## src/design/acc_disp_pkg.sv

```systemverilog
/*
 * Accelerator dispatcher package
 * Sizes, operation and unit encodings, and payload structs
 */
`default_nettype none

package acc_disp_pkg;

  // Datapath and scoreboard sizes
  localparam int unsigned XLen        = 32;
  localparam int unsigned TransIdBits = 3;
  localparam int unsigned NrSbEntries = 2 ** TransIdBits;

  // Instruction queue depth and its index width
  localparam int unsigned QueueDepth = 3;
  localparam int unsigned QueueIdxW  = $clog2(QueueDepth);

  // Width of each load/store pending counter
  localparam int unsigned CntWidth = 3;

  typedef logic [TransIdBits-1:0] trans_id_t;
  typedef logic [XLen-1:0]        xlen_t;

  // Memory class of an accelerator instruction
  typedef enum logic [1:0] {
    ACC_OP_OTHER = 2'd0,
    ACC_OP_LOAD  = 2'd1,
    ACC_OP_STORE = 2'd2
  } acc_op_e;

  // Unit targeted by the instruction at issue
  typedef enum logic [1:0] {
    FU_NONE  = 2'd0,
    FU_LOAD  = 2'd1,
    FU_STORE = 2'd2,
    FU_ACCEL = 2'd3
  } fu_e;

  // Queue entry, keeps the op class for load/store tracking
  typedef struct packed {
    logic [31:0] insn;
    xlen_t       rs1;
    xlen_t       rs2;
    acc_op_e     op;
    trans_id_t   trans_id;
  } acc_insn_t;

  // Payload sent to the accelerator
  typedef struct packed {
    logic [31:0] insn;
    xlen_t       rs1;
    xlen_t       rs2;
    trans_id_t   trans_id;
  } acc_req_t;

endpackage

`default_nettype wire
```

## src/design/acc_disp_top.sv

```systemverilog
/*
 * Accelerator dispatcher
 * Queues issued accelerator instructions and sends them out once non-speculative
 */
`timescale 1ns/1ps
`default_nettype none

module acc_disp_top (
  input  logic                    clk_i,
  input  logic                    rst_ni,
  // Issue stage
  input  logic                    issue_valid_i,
  input  acc_disp_pkg::fu_e       issue_fu_i,
  input  acc_disp_pkg::acc_op_e   issue_op_i,
  input  acc_disp_pkg::trans_id_t issue_trans_id_i,
  input  logic [31:0]             issue_insn_i,
  input  acc_disp_pkg::xlen_t     issue_rs1_i,
  input  acc_disp_pkg::xlen_t     issue_rs2_i,
  output logic                    issue_stall_o,
  // Commit and control
  input  logic                    commit_valid_i,
  input  acc_disp_pkg::trans_id_t commit_trans_id_i,
  input  logic                    flush_i,
  input  logic                    cons_en_i,
  input  logic                    commit_st_barrier_i,
  output logic                    halt_o,
  // Accelerator
  output logic                    acc_req_valid_o,
  input  logic                    acc_req_ready_i,
  output logic [31:0]             acc_req_insn_o,
  output acc_disp_pkg::xlen_t     acc_req_rs1_o,
  output acc_disp_pkg::xlen_t     acc_req_rs2_o,
  output acc_disp_pkg::trans_id_t acc_req_id_o,
  input  logic                    acc_load_complete_i,
  input  logic                    acc_store_complete_i,
  input  logic                    acc_store_pending_i
);
  import acc_disp_pkg::*;

  logic                 accept;
  logic                 queue_stall;
  logic                 mem_stall;
  acc_insn_t            issue_insn;
  logic                 push_q;
  acc_insn_t            push_insn_q;
  acc_insn_t            head;
  logic                 queue_empty;
  logic                 queue_pop;
  logic [QueueIdxW-1:0] queue_usage;
  logic                 head_ready;
  logic                 req_valid;
  logic                 req_ready;
  acc_req_t             req;
  acc_req_t             req_out;

  // Keep one slot free for the instruction still in the push register
  assign queue_stall   = (queue_usage >= QueueIdxW'(QueueDepth - 1));
  assign issue_stall_o = ((issue_fu_i == FU_ACCEL) && queue_stall) || mem_stall;

  // Accepted accelerator instruction, younger ones die on a flush
  assign accept = issue_valid_i && (issue_fu_i == FU_ACCEL) && !queue_stall && !flush_i;

  assign issue_insn = '{
    insn:     issue_insn_i,
    rs1:      issue_rs1_i,
    rs2:      issue_rs2_i,
    op:       issue_op_i,
    trans_id: issue_trans_id_i
  };

  // Push register in front of the queue
  always_ff @(posedge clk_i or negedge rst_ni) begin
    if (!rst_ni) begin
      push_q <= 1'b0;
    end else begin
      push_q <= accept;
    end
  end

  always_ff @(posedge clk_i) begin
    if (accept) begin
      push_insn_q <= issue_insn;
    end
  end

  acc_insn_queue #(
    .dtype(acc_insn_t)
  ) i_acc_insn_queue (
    .clk_i  (clk_i),
    .rst_ni (rst_ni),
    .flush_i(flush_i),
    .push_i (push_q),
    .data_i (push_insn_q),
    .pop_i  (queue_pop),
    .data_o (head),
    .empty_o(queue_empty),
    .usage_o(queue_usage)
  );

  // Readiness of the head ID, includes the commit bypass and the flush kill
  acc_spec_tracker i_acc_spec_tracker (
    .clk_i         (clk_i),
    .rst_ni        (rst_ni),
    .flush_i       (flush_i),
    .recv_i        (push_q),
    .recv_id_i     (push_insn_q.trans_id),
    .commit_valid_i(commit_valid_i),
    .commit_id_i   (commit_trans_id_i),
    .dispatch_i    (queue_pop),
    .dispatch_id_i (head.trans_id),
    .query_id_i    (head.trans_id),
    .query_ready_o (head_ready)
  );

  // Head leaves once non-speculative and the register takes it
  assign req_valid = !queue_empty && head_ready;
  assign queue_pop = req_valid && req_ready;

  assign req = '{
    insn:     head.insn,
    rs1:      head.rs1,
    rs2:      head.rs2,
    trans_id: head.trans_id
  };

  acc_req_register #(
    .dtype(acc_req_t)
  ) i_acc_req_register (
    .clk_i  (clk_i),
    .rst_ni (rst_ni),
    .valid_i(req_valid),
    .data_i (req),
    .ready_i(acc_req_ready_i),
    .ready_o(req_ready),
    .valid_o(acc_req_valid_o),
    .data_o (req_out)
  );

  assign acc_req_insn_o = req_out.insn;
  assign acc_req_rs1_o  = req_out.rs1;
  assign acc_req_rs2_o  = req_out.rs2;
  assign acc_req_id_o   = req_out.trans_id;

  // Loads/stores counted at issue and at dispatch into the register
  acc_mem_tracker i_acc_mem_tracker (
    .clk_i              (clk_i),
    .rst_ni             (rst_ni),
    .flush_i            (flush_i),
    .cons_en_i          (cons_en_i),
    .issue_fu_i         (issue_fu_i),
    .issued_i           (accept),
    .issued_op_i        (issue_op_i),
    .dispatched_i       (queue_pop),
    .dispatched_op_i    (head.op),
    .load_complete_i    (acc_load_complete_i),
    .store_complete_i   (acc_store_complete_i),
    .commit_st_barrier_i(commit_st_barrier_i),
    .store_pending_i    (acc_store_pending_i),
    .mem_stall_o        (mem_stall),
    .halt_o             (halt_o)
  );

endmodule

`default_nettype wire

```

## src/design/acc_req_register.sv

```systemverilog
/*
 * Request register
 * One-entry fall-through buffer, holds the payload under back-pressure
 */
`timescale 1ns/1ps
`default_nettype none

module acc_req_register #(
  parameter type dtype = logic
) (
  input  logic clk_i,
  input  logic rst_ni,
  input  logic valid_i,
  input  dtype data_i,
  input  logic ready_i,
  output logic ready_o,
  output logic valid_o,
  output dtype data_o
);

  logic full_q;
  dtype data_q;

  // Empty register passes the input straight on
  assign ready_o = !full_q;
  assign valid_o = full_q || valid_i;
  assign data_o  = full_q ? data_q : data_i;

  always_ff @(posedge clk_i or negedge rst_ni) begin
    if (!rst_ni) begin
      full_q <= 1'b0;
    end else if (full_q) begin
      // Drain on the downstream handshake
      if (ready_i) begin
        full_q <= 1'b0;
      end
    end else if (valid_i && !ready_i) begin
      full_q <= 1'b1;
    end
  end

  // Capture when the fall-through transfer stalls
  always_ff @(posedge clk_i) begin
    if (!full_q && valid_i && !ready_i) begin
      data_q <= data_i;
    end
  end

endmodule

`default_nettype wire

```

## src/design/acc_mem_tracker.sv

```systemverilog
/*
 * Accelerator memory tracker
 * Counts pending accelerator loads/stores, stalls scalar memory ops, halts on barriers
 */
`timescale 1ns/1ps
`default_nettype none

module acc_mem_tracker (
  input  logic                  clk_i,
  input  logic                  rst_ni,
  input  logic                  flush_i,
  input  logic                  cons_en_i,
  input  acc_disp_pkg::fu_e     issue_fu_i,
  input  logic                  issued_i,
  input  acc_disp_pkg::acc_op_e issued_op_i,
  input  logic                  dispatched_i,
  input  acc_disp_pkg::acc_op_e dispatched_op_i,
  input  logic                  load_complete_i,
  input  logic                  store_complete_i,
  input  logic                  commit_st_barrier_i,
  input  logic                  store_pending_i,
  output logic                  mem_stall_o,
  output logic                  halt_o
);
  import acc_disp_pkg::*;

  logic ld_issued, st_issued;
  logic ld_disp, st_disp;
  logic spec_ld_zero, disp_ld_zero;
  logic spec_st_zero, disp_st_zero;
  logic no_ld_pending, no_st_pending;
  logic wait_store_q;

  assign ld_issued = issued_i && (issued_op_i == ACC_OP_LOAD);
  assign st_issued = issued_i && (issued_op_i == ACC_OP_STORE);
  assign ld_disp   = dispatched_i && (dispatched_op_i == ACC_OP_LOAD);
  assign st_disp   = dispatched_i && (dispatched_op_i == ACC_OP_STORE);

  // Speculative loads, still flushable
  acc_ldst_counter i_spec_loads (
    .clk_i  (clk_i),
    .rst_ni (rst_ni),
    .clear_i(flush_i),
    .up_i   (ld_issued),
    .down_i (ld_disp),
    .zero_o (spec_ld_zero)
  );

  // Dispatched loads, wait for completion
  acc_ldst_counter i_disp_loads (
    .clk_i  (clk_i),
    .rst_ni (rst_ni),
    .clear_i(1'b0),
    .up_i   (ld_disp),
    .down_i (load_complete_i),
    .zero_o (disp_ld_zero)
  );

  // Speculative stores
  acc_ldst_counter i_spec_stores (
    .clk_i  (clk_i),
    .rst_ni (rst_ni),
    .clear_i(flush_i),
    .up_i   (st_issued),
    .down_i (st_disp),
    .zero_o (spec_st_zero)
  );

  // Dispatched stores
  acc_ldst_counter i_disp_stores (
    .clk_i  (clk_i),
    .rst_ni (rst_ni),
    .clear_i(1'b0),
    .up_i   (st_disp),
    .down_i (store_complete_i),
    .zero_o (disp_st_zero)
  );

  assign no_ld_pending = spec_ld_zero && disp_ld_zero;
  assign no_st_pending = spec_st_zero && disp_st_zero;

  // Scalar loads wait for stores, scalar stores wait for both
  always_comb begin
    unique case (issue_fu_i)
      FU_LOAD:  mem_stall_o = cons_en_i && !no_st_pending;
      FU_STORE: mem_stall_o = cons_en_i && (!no_st_pending || !no_ld_pending);
      default:  mem_stall_o = 1'b0;
    endcase
  end

  // Barrier sets the halt, it drops once no store is pending
  always_ff @(posedge clk_i or negedge rst_ni) begin
    if (!rst_ni) begin
      wait_store_q <= 1'b0;
    end else begin
      wait_store_q <= (wait_store_q || commit_st_barrier_i) && store_pending_i;
    end
  end

  assign halt_o = wait_store_q;

endmodule

`default_nettype wire

```

## src/design/acc_spec_tracker.sv

```systemverilog
/*
 * Speculation tracker
 * Per trans-ID FSM marking when an accelerator instruction is no longer speculative
 */
`timescale 1ns/1ps
`default_nettype none

module acc_spec_tracker (
  input  logic                    clk_i,
  input  logic                    rst_ni,
  input  logic                    flush_i,
  input  logic                    recv_i,
  input  acc_disp_pkg::trans_id_t recv_id_i,
  input  logic                    commit_valid_i,
  input  acc_disp_pkg::trans_id_t commit_id_i,
  input  logic                    dispatch_i,
  input  acc_disp_pkg::trans_id_t dispatch_id_i,
  input  acc_disp_pkg::trans_id_t query_id_i,
  output logic                    query_ready_o
);
  import acc_disp_pkg::*;

  typedef enum logic [1:0] {
    SpecIdle    = 2'd0,
    SpecPending = 2'd1,
    SpecReady   = 2'd2
  } spec_state_e;

  spec_state_e state_q [NrSbEntries];
  spec_state_e state_d [NrSbEntries];
  logic        commit_hit;

  always_comb begin
    for (int unsigned i = 0; i < NrSbEntries; i++) begin
      state_d[i] = state_q[i];
      unique case (state_q[i])
        SpecPending: begin
          // Commit wins over a flush in the same cycle
          if (commit_valid_i && (commit_id_i == trans_id_t'(i))) begin
            // Dispatched through the bypass right away
            if (dispatch_i && (dispatch_id_i == trans_id_t'(i))) begin
              state_d[i] = SpecIdle;
            end else begin
              state_d[i] = SpecReady;
            end
          end else if (flush_i) begin
            state_d[i] = SpecIdle;
          end
        end
        SpecReady: begin
          if (dispatch_i && (dispatch_id_i == trans_id_t'(i))) begin
            state_d[i] = SpecIdle;
          end
        end
        default: state_d[i] = state_q[i];
      endcase
      // New arrival, unless it is killed by the flush
      if (recv_i && !flush_i && (recv_id_i == trans_id_t'(i))) begin
        state_d[i] = SpecPending;
      end
    end
  end

  always_ff @(posedge clk_i or negedge rst_ni) begin
    if (!rst_ni) begin
      for (int unsigned i = 0; i < NrSbEntries; i++) begin
        state_q[i] <= SpecIdle;
      end
    end else begin
      state_q <= state_d;
    end
  end

  // Same-cycle commit of the queried ID also counts as ready
  assign commit_hit    = commit_valid_i && (commit_id_i == query_id_i) &&
                         (state_q[query_id_i] == SpecPending);
  assign query_ready_o = !flush_i && ((state_q[query_id_i] == SpecReady) || commit_hit);

endmodule

`default_nettype wire

```

## src/design/acc_insn_queue.sv

```systemverilog
/*
 * Accelerator instruction queue
 * Fall-through circular FIFO of QueueDepth entries, flushable
 */
`timescale 1ns/1ps
`default_nettype none

module acc_insn_queue #(
  parameter type dtype = acc_disp_pkg::acc_insn_t
) (
  input  logic                              clk_i,
  input  logic                              rst_ni,
  input  logic                              flush_i,
  input  logic                              push_i,
  input  dtype                              data_i,
  input  logic                              pop_i,
  output dtype                              data_o,
  output logic                              empty_o,
  output logic [acc_disp_pkg::QueueIdxW-1:0] usage_o
);
  import acc_disp_pkg::*;

  dtype                 mem_q [QueueDepth];
  logic [QueueIdxW-1:0] rd_ptr_q, wr_ptr_q;
  logic [QueueIdxW:0]   cnt_q, cnt_d;
  logic                 full;
  logic                 bypass;
  logic                 do_push;
  logic                 do_pop;

  // Pointer increment, wraps at a depth that need not be a power of two
  function automatic logic [QueueIdxW-1:0] next_ptr(input logic [QueueIdxW-1:0] ptr);
    if (ptr == QueueIdxW'(QueueDepth - 1)) begin
      return '0;
    end
    return ptr + 1'b1;
  endfunction

  assign full = (cnt_q == (QueueIdxW + 1)'(QueueDepth));

  // Empty queue shows the incoming entry at its head
  assign data_o  = (cnt_q == '0) ? data_i : mem_q[rd_ptr_q];
  assign empty_o = (cnt_q == '0) && !push_i;
  assign usage_o = cnt_q[QueueIdxW-1:0];

  // Push and pop of the same entry on an empty queue leave no trace
  assign bypass  = push_i && pop_i && (cnt_q == '0);
  assign do_push = push_i && !full && !bypass;
  assign do_pop  = pop_i && (cnt_q != '0);

  always_comb begin
    cnt_d = cnt_q;
    if (do_push && !do_pop) begin
      cnt_d = cnt_q + 1'b1;
    end else if (do_pop && !do_push) begin
      cnt_d = cnt_q - 1'b1;
    end
  end

  always_ff @(posedge clk_i or negedge rst_ni) begin
    if (!rst_ni) begin
      rd_ptr_q <= '0;
      wr_ptr_q <= '0;
      cnt_q    <= '0;
    end else if (flush_i) begin
      // Drop every queued entry
      rd_ptr_q <= '0;
      wr_ptr_q <= '0;
      cnt_q    <= '0;
    end else begin
      if (do_push) begin
        wr_ptr_q <= next_ptr(wr_ptr_q);
      end
      if (do_pop) begin
        rd_ptr_q <= next_ptr(rd_ptr_q);
      end
      cnt_q <= cnt_d;
    end
  end

  // Storage array
  always_ff @(posedge clk_i) begin
    if (do_push) begin
      mem_q[wr_ptr_q] <= data_i;
    end
  end

endmodule

`default_nettype wire

```

## src/design/acc_ldst_counter.sv

```systemverilog
/*
 * Load/store pending counter
 * Up/down count with synchronous clear, reports when nothing is pending
 */
`timescale 1ns/1ps
`default_nettype none

module acc_ldst_counter (
  input  logic clk_i,
  input  logic rst_ni,
  input  logic clear_i,
  input  logic up_i,
  input  logic down_i,
  output logic zero_o
);
  import acc_disp_pkg::*;

  logic [CntWidth-1:0] cnt_q;

  always_ff @(posedge clk_i or negedge rst_ni) begin
    if (!rst_ni) begin
      cnt_q <= '0;
    end else if (clear_i) begin
      cnt_q <= '0;
    end else if (up_i && !down_i) begin
      cnt_q <= cnt_q + 1'b1;
    end else if (down_i && !up_i) begin
      cnt_q <= cnt_q - 1'b1;
    end
    // Both or neither hold the count
  end

  assign zero_o = (cnt_q == '0);

endmodule

`default_nettype wire

```

## config.mk

```make
export PLATFORM = sky130hd
export DESIGN_NAME = acc_disp_top
export DESIGN_NICKNAME = d
export VERILOG_FILES = /design/src/design/acc_disp_pkg.sv /design/src/design/acc_disp_top.sv /design/src/design/acc_req_register.sv /design/src/design/acc_mem_tracker.sv /design/src/design/acc_spec_tracker.sv /design/src/design/acc_insn_queue.sv /design/src/design/acc_ldst_counter.sv
export SDC_FILE = /design/constraint.sdc
export NUM_CORES = 1
export LEC_CHECK = 0
export ABC_AREA = 1
export BUFFER_PORTS_ARGS = -buffer_cell sky130_fd_sc_hd__buf_2
export CAP_MARGIN = 20
export CORE_AREA = 10 10 232 234
export CTS_BUF_LIST = sky130_fd_sc_hd__clkbuf_4 sky130_fd_sc_hd__clkbuf_8
export DETAILED_ROUTE_END_ITERATION = 10
export DIE_AREA = 0 0 242 244
export MAX_ROUTING_LAYER = met4
export PLACE_DENSITY = 0.68
export SLEW_MARGIN = 25
export SYNTH_ARGS = -nofsm -noshare
export SYNTH_HDL_FRONTEND = slang
export SYNTH_SLANG_ARGS = --single-unit
```

## constraint.sdc

```tcl
create_clock -name clk_i -period 17.2 [get_ports clk_i]
set_clock_uncertainty 0.1 [all_clocks]
set_input_delay 0 -clock clk_i [delete_from_list [all_inputs] [get_ports clk_i]]
set_output_delay 0 -clock clk_i [all_outputs]
set_load 0.03 [all_outputs]
```

Word level (Yosys, flattened, before mapping)
Memories as Yosys holds them, arrays and structs flattened.
Index checks and enable logic that the tools add are counted.
W data, S select, Z words.
Storage, ports and cells
  memories kept: 1
  latch bits: 0
  output and inout port bits: 102
  ROM bits: 0
  bits in registers: 238
  memory bits (writable): 303
Memory list
  i_acc_insn_queue.mem_q: depth 3, bits a word 101, rd ports 1, clocked after memory_dff 0, wr ports 1, RTL line acc_insn_queue.sv:23  | dtype mem_q [QueueDepth];
Cells by class
  add/subtract/negate cells: 12
  bitwise operators: 1
  multiply operators: 0
  muxes and demuxes: 79
  divide/modulo/power cells: 0
  reductions and logical operators: 116
  eq/ne operators: 66
  shifts and indexed selects: 0
  order comparisons: 2
Operators with widths (number)
  $mux W101: 1
  $mux W99: 1
  $mux W2: 43
  $logic_and A1 B1 Y1: 61
  $mux W3: 13
  $eq A3 B3 Y1 const B: 12
  $reduce_bool A3 Y1: 12
  $ne A4 B2 Y1 const B: 8
  $pmux W2 S2: 8
  $eq A2 B2 Y1 const B: 15
  $eq A2 B1 Y1 const B: 12
  $logic_not A3 Y1: 8
  $ne A3 B1 Y1 const B: 8
  $reduce_and A3 Y1: 8
  $eq A3 B2 Y1 const B: 7
  $logic_not A1 Y1: 18
  $add A3 B1 Y3 const B: 5
  $sub A3 B1 Y3 const B: 5
  $mux W1: 11
  $eq A3 B1 Y1 const B: 3
  $reduce_bool A2 Y1: 4
  $bmux W2 S3: 1
  $logic_or A1 B1 Y1: 5
  $add A2 B1 Y2 const B: 2
  5 further kinds: 5

Depth between registers and ports, before layout
Gate-level depths: netlist (run 1).
  depth after elaboration: 21
  gate-level depth with buffers: 26
  mapped depth without buffers: 26

Hierarchy
From an unflattened synthesis (run 1), not the netlist that was laid out.
Unflattened totals
  cell total of the unflattened synthesis: 1843
  area, all modules: 22089.9 um^2
By module, submodules not included
  acc_insn_queue: cells each 941, area each 12359.4 um^2, times used 1, seq. area each 9273.9 um^2
  acc_req_register: cells each 425, area each 4319.1 um^2, times used 1, seq. area each 2997.9 um^2
  acc_disp_top: cells each 113, area each 3106.7 um^2, times used 1, seq. area each 3057.9 um^2
  acc_spec_tracker: cells each 236, area each 1385.1 um^2, times used 1, seq. area each 400.4 um^2
  acc_ldst_counter: cells each 27, area each 201.4 um^2, times used 4, seq. area each 75.1 um^2
  acc_mem_tracker: cells each 20, area each 113.9 um^2, times used 1, seq. area each 25.0 um^2

Least setup slack after synthesis (run 1)
OpenSTA, ideal clock, no wires.
  path type: register to register
  start: register i_acc_insn_queue.rd_ptr_q[0]
  end: memory i_acc_insn_queue.mem_q[0][0] (netlist name) (enable)
  cell stages (with the launch flop): 16
  data required time: 16415 ps
  setup slack: 7907 ps
  data arrival time: 8508 ps
  path through: dfrtp_1 > nor2_1 > buf_2 > nand2_1 > nand4_2 > nand2_4 > xor2_1 > nand2_1 > nor2_2 > nand2_2 > nand2_4 > nand2_2 > nor2_4 > nand2_1 > nand2_2 > nor3_1
Between the ends
  longest elaborated chain between the ends: 18
  elaborated cells on any way between the ends: 21
  classes of those cells: eq/ne: 3; mux: 6; bitwise: 1; reduce/logical: 10; memory: 1
Ends and longest elaborated chain
  start: declaration: RTL line acc_insn_queue.sv:24  | logic [QueueIdxW-1:0] rd_ptr_q, wr_ptr_q;
  start signal: assignment: RTL line acc_insn_queue.sv:75  | rd_ptr_q <= next_ptr(rd_ptr_q);
  $mem_v2 Z3 W101 (*)
  $mux W101 (*): RTL line acc_insn_queue.sv:42  | assign data_o = (cnt_q == '0) ? data_i : mem_q[rd_ptr_q];
  $not A3 Y4 (not written as such): RTL line acc_spec_tracker.sv:76, acc_spec_tracker.sv:77
  $bmux W2 S3: RTL line acc_spec_tracker.sv:76, acc_spec_tracker.sv:77
  $mux W2 (not written as such) (2 in a row): RTL line acc_spec_tracker.sv:76, acc_spec_tracker.sv:77
  $eq A2 B1 Y1: RTL line acc_spec_tracker.sv:76  | (state_q[query_id_i] == SpecPending);
  $logic_and A1 B1 Y1: RTL line acc_spec_tracker.sv:75  | assign commit_hit = commit_valid_i && (commit_id_i == query_id_i) &&
  $logic_or A1 B1 Y1 (*): RTL line acc_spec_tracker.sv:77  | assign query_ready_o = !flush_i && ((state_q[query_id_i] == SpecReady) || commit_hit);
  $logic_and A1 B1 Y1 (*): RTL line acc_spec_tracker.sv:77
  $logic_and A1 B1 Y1 (*): RTL line acc_disp_top.sv:116  | assign req_valid = !queue_empty && head_ready;
  $logic_and A1 B1 Y1 (*): RTL line acc_disp_top.sv:117  | assign queue_pop = req_valid && req_ready;
  $logic_and A1 B1 Y1 (*) (2 in a row): RTL line acc_insn_queue.sv:47  | assign bypass = push_i && pop_i && (cnt_q == '0);
  $logic_not A1 Y1 (*): RTL line acc_insn_queue.sv:48  | assign do_push = push_i && !full && !bypass;
  $logic_and A1 B1 Y1 (*): RTL line acc_insn_queue.sv:48
  $mux W1 (*): RTL line acc_insn_queue.sv:83  | if (do_push) begin
  $mux W1 (not written as such) (*): RTL line acc_insn_queue.sv:84  | mem_q[wr_ptr_q] <= data_i;
  end: declaration: RTL line acc_insn_queue.sv:23
Mark *: on every way between the ends. The rest lies on a longest branch, timed or not. The select of a mux whose other input is x is not followed.

==> impl_results.md, run 1 <==
- CP max stage cell: buf_4
- Mux contribution to synthesized area: 0.103%
- Worst min path class: in -> reg
- WP buf/inv: 5
- Min Hold Slack: 0.0374 ns
- Area delta synth->final: 26.4%
- Nets: 2,343
- Post-synthesis cell type count: 38
- Post-Synth Simple-Gate Area: 12.6%
- Worst Setup SP: i_acc_insn_queue.rd_ptr_q[1]$_DFFE_PN0P_
- Mapped Area: 21,800 sq um
- Crit path cell chain: buf_12 > nor2_4 > buf_4 > nand2_1 > nand4_2 > nand2_2 > inv_4 > nand2_1 > nand2_1 > nand2_1 > nand2_1 > a21oi_2 > nand2_2 > nor2_4 > nand2_1 > nand2_2 > nor3_2 > buf_4 > buf_4
- # IOs: 219
- TNS Setup: 0 ns
- Final setup violation count: 0
- Postcts setup bufs: 0
- CP required: 17.34 ns
- Pleak: 10.6 nW
- Max Cap Violations: 0
- Total global routing overflow: 0
- CTS Root Cell: clkbuf_8
- Main synth FF type: edfxtp_1
- Cts bufs inserted: 87
- Initial antenna violation count: 2
- CTS Hold Bufs: 220
- Initial Utilization: 44.1%
- Peak supply drop: 0.000113 V
- DRC: 0
- Global-route wire length before repair: 87.8 mm
- Port Buffer Count: 218
- Worst setup EP type: register
- Status: complete, no violations
- Largest area contributor in the netlist: edfxtp_1
- All-Layer GR Usage: 19.2%
- Mapped Nets: 1,881
- CP Launch Type: register
- Sequential element share of the synthesized area: 73.6%
- Max clock buf depth: 3
- Post-synthesis xor/xnor area fraction: 0.241%
- Compound-cell area share of the yosys netlist: 8.70%
- Share of the synthesized area in the top cell type: 69.3%
- Max Slew Vio Count: 0
- Final hold vios: 0
- Area contributors post-synth: edfxtp_1 (69%), nand2_1 (7.4%), a21oi_1 (4.6%)
- Worst slew margin: 31.9%
- Clock transition at the registers of the reported paths: 0.06 ns
- Hold Startpoint: issue_insn_i[30]
- Vias: 15,216
- Pin count of the biggest net entering global routing: 104
- Post-synth EDFFs: 503
- FMAX: 0.178 GHz
- # rows: 82
- Layout cells sized above 1: 18.1%
- Slew @ Worst Pin: 1.02 ns
- Synth Register Bits: 541
- Vias per cell: 5.17
- FFs w/ async S/R, synth: 7.02%
- Hold Path Depth: 2
- Post-Synth Adder-Cell Area: 1.61%
- Initial drt markers: 1,222
- Post-route cell area: 27,500 sq um
- Syn avg cell area: 12.5 sq um
- H-tree levels: 3
- Routed Wire Length: 56.1 mm
- Crit path to: i_acc_insn_queue.mem_q[0][98]$_DFFE_PP_
- Post-DP HPWL: 33.7 mm
- RSZ-0062 raised after global routing: no
- Die height: 244 microns
- CTS Sinks: 541
- Largest family of logic cells by synthesized area: simple AND/OR/NAND/NOR gates
- Critical path type: reg -> reg
- Yosys warnings: 0
- TritonCTS clock tree: done
- Worst skew pair latency: 0.66 ns
- Die area: 59,000 sq um
- Vias in the first global route: 15,635
- Final min period: 5.63 ns
- Synth top cells by count: edfxtp_1 (503), nand2_1 (430), a21oi_1 (199), nor2_1 (130), a22oi_1 (96)
- Delay-heaviest family, CP: buffers and inverters
- Final routed wire length divided by cell count: 19.1 microns
- Final antenna-violating net count: 0
- PwrDens: 147 nW/um^2
- Peak per-stage delay on the critical path: 0.84 ns
- Total power draw: 0.00406 W
- Mapped Cells: 1,739
- Drt pass-1 iters: 5
- Worst-path fanout max: 72
- FF-to-FF path depth: 19
- Most common cell in the netlist: edfxtp_1
- Worst r2r src: i_acc_insn_queue.rd_ptr_q[1]$_DFFE_PN0P_
- Crit path depth: 19
- Core Footprint: 49,500 sq um
- Reg2reg setup slack: 11.57 ns
- Most used cell, CP: nand2_1
- R2R Path End: i_acc_insn_queue.mem_q[0][98]$_DFFE_PP_
- Die width: 242 microns
- Arrival time of the worst setup path: 5.77 ns
- Post-CTS Resized: 0
- Final period util: 32.7%
- Cell Area, Placed: 23,600 sq um
- Gpl congestion: 0.915
- Fillers: 4,105
==> layout by cell type (no fill, tap or decap), types with 2 or more instances in the layout <==
| master | synthesis | routed |
|---|---|---|
| ha_1 | 20 | 20 |
| clkbuf_8 | 0 | 89 |
| inv_2 | 2 | 2 |
| nand2_2 | 11 | 11 |
| buf_4 | 1 | 10 |
| buf_12 | 0 | 3 |
| clkinvlp_4 | 0 | 3 |
| nand4_2 | 2 | 2 |
| nor2_4 | 2 | 4 |
| inv_4 | 2 | 4 |
| a31oi_1 | 8 | 8 |
| o21ai_0 | 12 | 12 |
| nor3_1 | 12 | 8 |
| dfrtp_1 | 38 | 36 |
| mux2_2 | 2 | 2 |
| edfxtp_1 | 503 | 503 |
| o21ai_1 | 4 | 4 |
| dfrtp_4 | 0 | 2 |
| nand3_1 | 55 | 55 |
| fa_1 | 5 | 5 |
| a31o_2 | 2 | 2 |
| a22oi_1 | 96 | 96 |
| xnor2_1 | 5 | 5 |
| nor3_2 | 0 | 4 |
| buf_2 | 4 | 218 |
| inv_1 | 86 | 84 |
| nor2_1 | 130 | 128 |
| dlygate4sd3_1 | 0 | 219 |
| inv_6 | 1 | 2 |
| clkinv_2 | 0 | 15 |
| clkbuf_4 | 0 | 24 |
| bufinv_16 | 0 | 4 |
| nand3b_1 | 3 | 3 |
| nand2_4 | 4 | 4 |
| a21oi_1 | 199 | 199 |
| clkinv_1 | 0 | 23 |
| buf_6 | 2 | 4 |
| nand4_1 | 17 | 17 |
| nand2_1 | 430 | 430 |
==> cell type report <==
cell class              instances  area [sq um]  share of cell area, %
diodes                          1          2.50                0.00909
clock buffers                 113          1410                   5.10
well taps                     672           841                   3.05
flip-flops and latches        541         16100                   58.3
repair buffers                454          3460                   12.6
clock inverters                46           313                   1.14
inverters                      91           357                   1.29
multi-input cells            1026          5100                   18.5
==> cell families (layout without fill, tap and decap cells) <==
family,after synthesis,in the layout
flops,541,541
compound gates,325,325
xor+xnor,6,6
fa+ha+maj,25,25
other cells,0,1
mux,2,2
simple gates,668,668
buf+inv,172,704
==> how the worst min path moves through the flow <==
| stage | slack, ns | endpoint |
|---|---|---|
| 2_1_floorplan | -0.40 | i_acc_insn_queue.cnt_q[0]$_DFFE_PN0P_ |
| 4_1_cts | 0.002 | push_insn_q[10]$_DFFE_PP_ |
| 6_report | 0.04 | push_insn_q[99]$_DFFE_PP_ |
| 5_1_grt | 0.006 | push_insn_q[99]$_DFFE_PP_ |
| 3_3_place_gp | 0.07 | i_acc_mem_tracker.halt_o$_DFF_PN0_ |
| 3_5_place_dp | 0.08 | push_insn_q[50]$_DFFE_PP_ |
==> metrics by stage <==
step                std cells  utilization (%)  setup WS [ns]
finish                   2944             55.7          11.57
global route             2944             55.7          11.15
CTS                      2943             55.7          11.50
detailed placement       2564             47.7          11.56
global placement         2562             47.6          11.34
floorplan                1739                -           7.91
==> layer usage <==
layer	vias up	global-route usage (%)	part of all wire [%]
met5	-	-	0
met2	570	30.8	49
met4	0	8.67	3.8
li1	7124	-	-
met1	7399	23.5	41
met3	123	3.47	5.9
==> power by group <==
group	leakage (nW)	total, W	switching, W	internal, W
logic	4.62	0.00138	0.000998	0.000384
registers	5.03	0.00158	0.0000456	0.00153
clock network	0.907	0.00110	0.000505	0.000595
==> sequential cells by signal, indices dropped and copies added, names as in the netlist, 2 cells and up <==
name and flops:
i_acc_insn_queue.mem_q 303, push_insn_q 101, i_acc_req_register.data_q 99, i_acc_spec_tracker.state_q 16
i_acc_insn_queue.cnt_q 3, i_acc_mem_tracker.i_disp_loads.cnt_q 3, i_acc_mem_tracker.i_disp_stores.cnt_q 3, i_acc_mem_tracker.i_spec_loads.cnt_q 3
i_acc_mem_tracker.i_spec_stores.cnt_q 3, i_acc_insn_queue.rd_ptr_q 2, i_acc_insn_queue.wr_ptr_q 2
(Power assumes the default switching activity.)
==> run 2: changes to the inputs <==
==> constraint.sdc (replaced) <==
create_clock -name clk_i -period 5.6 [get_ports clk_i]
set_clock_uncertainty 0.1 [all_clocks]
set_input_delay 0 -clock clk_i [delete_from_list [all_inputs] [get_ports clk_i]]
set_output_delay 0 -clock clk_i [all_outputs]
set_load 0.03 [all_outputs]
==> run 2 against run 1 <==
Hold slack gained 0.13 ns. Global-route usage is 0.87 points higher. Highest routed layer unchanged. Largest cell class unchanged. Non-clock buffer count up 6. Critical endpoint is now i_acc_insn_queue.cnt_q[2]$_DFFE_PN0P_.
==> impl_results.md, run 2 (synthesis gave the netlist of run 1 again) <==
- Initial drt markers: 1,210 (-0.98%)
- Pin count of the biggest net entering global routing: 87 (-16%)
- Post-route cell area: 27,600 sq um (+0.37%)
- DRC: 0 (unchanged)
- Fillers: 4,057 (-1.2%)
- Status: complete, no violations
- Clock network fraction of design power: 27.3% (+0.2 points)
- Vias per cell: 5.19 (+0.50%)
- Slew @ Worst Pin: 0.983 ns (-0.0384 ns)
- Vias: 15,344 (+0.84%)
- Cell Area, Placed: 23,600 sq um (+0.12%)
- Worst min path class: in -> reg
- Fin util: 55.9% (+0.21 points)
- Worst slack at placement: 1.29 ns (-10.27 ns)
- Final period util: 77.4% (+45 points)
- FMAX: 0.231 GHz (+30%)
- Seq. cell area: 16,100 sq um (unchanged)
- Vias in the first global route: 15,854 (+1.4%)
- Die width: 242 microns (unchanged)
- Final min period: 4.34 ns (-1.29 ns)
- Sequential power share: 38.5% (-0.4 points)
- Min Hold Slack: 0.171 ns (+0.134 ns)
- Initial Utilization: 44.1% (unchanged)
- Max clock buf depth: 3 (unchanged)
- Max Cap Violations: 0 (unchanged)
- Hold Path Depth: 5 (+3)
- CTS Sinks: 541 (unchanged)
- Area delta synth->final: 26.8%
- Pint: 0.00775 W (+210%)
- Final setup violation count: 0 (unchanged)
- Final hold vios: 0 (unchanged)
- Final antenna-violating net count: 0 (unchanged)
- CTS Root Cell: clkbuf_8
- Pleak: 10.6 nW (+0.23%)
- Initial antenna violation count: 3 (+1)
- Worst setup EP type: register
- Gpl congestion: 0.892 (-2.5%)
- # rows: 82 (unchanged)
- PwrDens: 456 nW/um^2 (+210%)
- PnR worst setup slack: 1.26 ns (-10.31 ns)
- Drt pass-1 iters: 5 (unchanged)
- Worst-path fanout max: 54 (-25%)
- Worst skew pair latency: 0.67 ns (about the same)
- Routed Wire Length: 58.4 mm (+4.0%)
- Cts bufs inserted: 90 (+3.4%)
- Worst slew margin: 34.5% (+2.6 points)
- CP required: 6.11 ns (-11.23 ns)
- Layout cells sized above 1: 18.1% (-0.028 points)
- Total global routing overflow: 0 (unchanged)
- Port Buffer Count: 218 (unchanged)
- FF-to-FF path depth: 24 (+5)
- Arrival time of the worst setup path: 4.84 ns (-0.93 ns)
- Die area: 59,000 sq um (unchanged)
- Largest regs: i_acc_insn_queue.mem_q (303), push_insn_q (101), i_acc_req_register.data_q (99)
- Core Footprint: 49,500 sq um (unchanged)
- Area occupied by multi-input gates: 5120 sq um (+0.49%)
- Logic pwr share: 34.2% (+0.2 points)
- RSZ-0062 raised after global routing: no
- CP Launch Type: register
- Most flop-heavy register: i_acc_insn_queue.mem_q
- Post-DP HPWL: 33.9 mm (+0.48%)
- Most frequent cells in the layout: edfxtp_1 (503), nand2_1 (430), dlygate4sd3_1 (222)
- Commonest non-fill, non-tap cell in the layout: edfxtp_1
- Die height: 244 microns (unchanged)
- Postcts setup bufs: 0 (unchanged)
- Global-route wire length before repair: 90.7 mm (+3.3%)
- Final routed wire length divided by cell count: 19.8 microns (+3.6%)
- All-Layer GR Usage: 20.1% (+0.87 points)
- Max Slew Vio Count: 0 (unchanged)
- Peak supply drop: 0.000466 V (+310%)
- Placed insts: 2,567 (+0.12%)
- H-tree levels: 3 (unchanged)
- Psw: 0.00486 W (+210%)
- Net Sw Frac: 38.5% (+0.41 points)
- Clock transition at the registers of the reported paths: 0.06 ns (about the same)
- Nets: 2,352 (+0.38%)
- Critical path type: reg -> reg
- # IOs: 219 (unchanged)
- Final std cells w/o fill: 2,954 (+0.34%)
- TritonCTS clock tree: done
- Max reg flops: 303 (unchanged)
## run 2: worst paths after layout
path	end	slack, ns	startpoint
setup / recovery	i_acc_insn_queue.cnt_q[2]$_DFFE_PN0P_	1.26	i_acc_insn_queue.rd_ptr_q[1]$_DFFE_PN0P_
hold / removal	i_acc_insn_queue.cnt_q[0]$_DFFE_PN0P_	0.17	flush_i
setup reg to reg	i_acc_insn_queue.cnt_q[2]$_DFFE_PN0P_	1.26	i_acc_insn_queue.rd_ptr_q[1]$_DFFE_PN0P_
hold reg to reg	i_acc_insn_queue.mem_q[2][62]$_DFFE_PP_	0.39	push_insn_q[62]$_DFFE_PP_
max in group asynchronous	i_acc_insn_queue.rd_ptr_q[1]$_DFFE_PN0P_	4.87	rst_ni
min in group asynchronous	i_acc_spec_tracker.state_q[9]$_DFFE_PN0P_	0.29	rst_ni
## run 2: critical path: stages (launching register included)
cell,delay [ns]
dfrtp_4,0.74
nor2_4,0.47
nand2_1,0.11
nand3_1,0.11
nand2_2,0.13
nand2_2,0.15
inv_1,0.09
nand2_1,0.06
nand3_1,0.08
nor2_2,0.15
nand2_2,0.08
nand2_4,0.07
nand2_2,0.11
nor2_4,0.31
nand2_1,0.11
nand2_2,0.20
inv_2,0.07
nand2_2,0.11
inv_1,0.08
fa_1,0.38
xnor2_1,0.22
inv_1,0.06
a21oi_1,0.14
nand2_1,0.06
nand2_1,0.06
## run 2: power by group through the flow
stage	combinational (W)	sequential [W]	clock, W
global placement	0.00411	0.00493	0
detailed placement	0.00417	0.00494	0
floorplan	0.00286	0.00488	0
finish	0.00431	0.00486	0.00344
global route	0.00471	0.00488	0.00371
CTS	0.00431	0.00486	0.00352
## run 2: metrics by stage
step                power [W]  setup TNS [ns]
finish                 0.0126               0
global route           0.0133               0
CTS                    0.0127               0
detailed placement    0.00911               0
global placement      0.00904               0
floorplan             0.00774         -219.26
## run 2: cell type report
cell class / instances / share of cell area, %
flip-flops and latches: 541 / 58.1
clock inverters: 50 / 1.24
clock buffers: 112 / 5.15
inverters: 91 / 1.29
repair buffers: 460 / 12.6
well taps: 672 / 3.04
diodes: 2 / 0.0181
multi-input cells: 1026 / 18.5
## run 2: metal layers
layer / track usage, % / up-vias / part of all wire [%]
met5: - / - / 0
met3: 3.95 / 144 / 6.8
met2: 32.2 / 634 / 49
met1: 24.7 / 7429 / 41
met4: 8.32 / 0 / 3.5
li1: - / 7137 / -
## run 2: timing repair
action                                 4_1_cts  5_1_grt
hold buffers                               223        0
resized for setup                            0        0
endpoints found under the hold margin      226        0
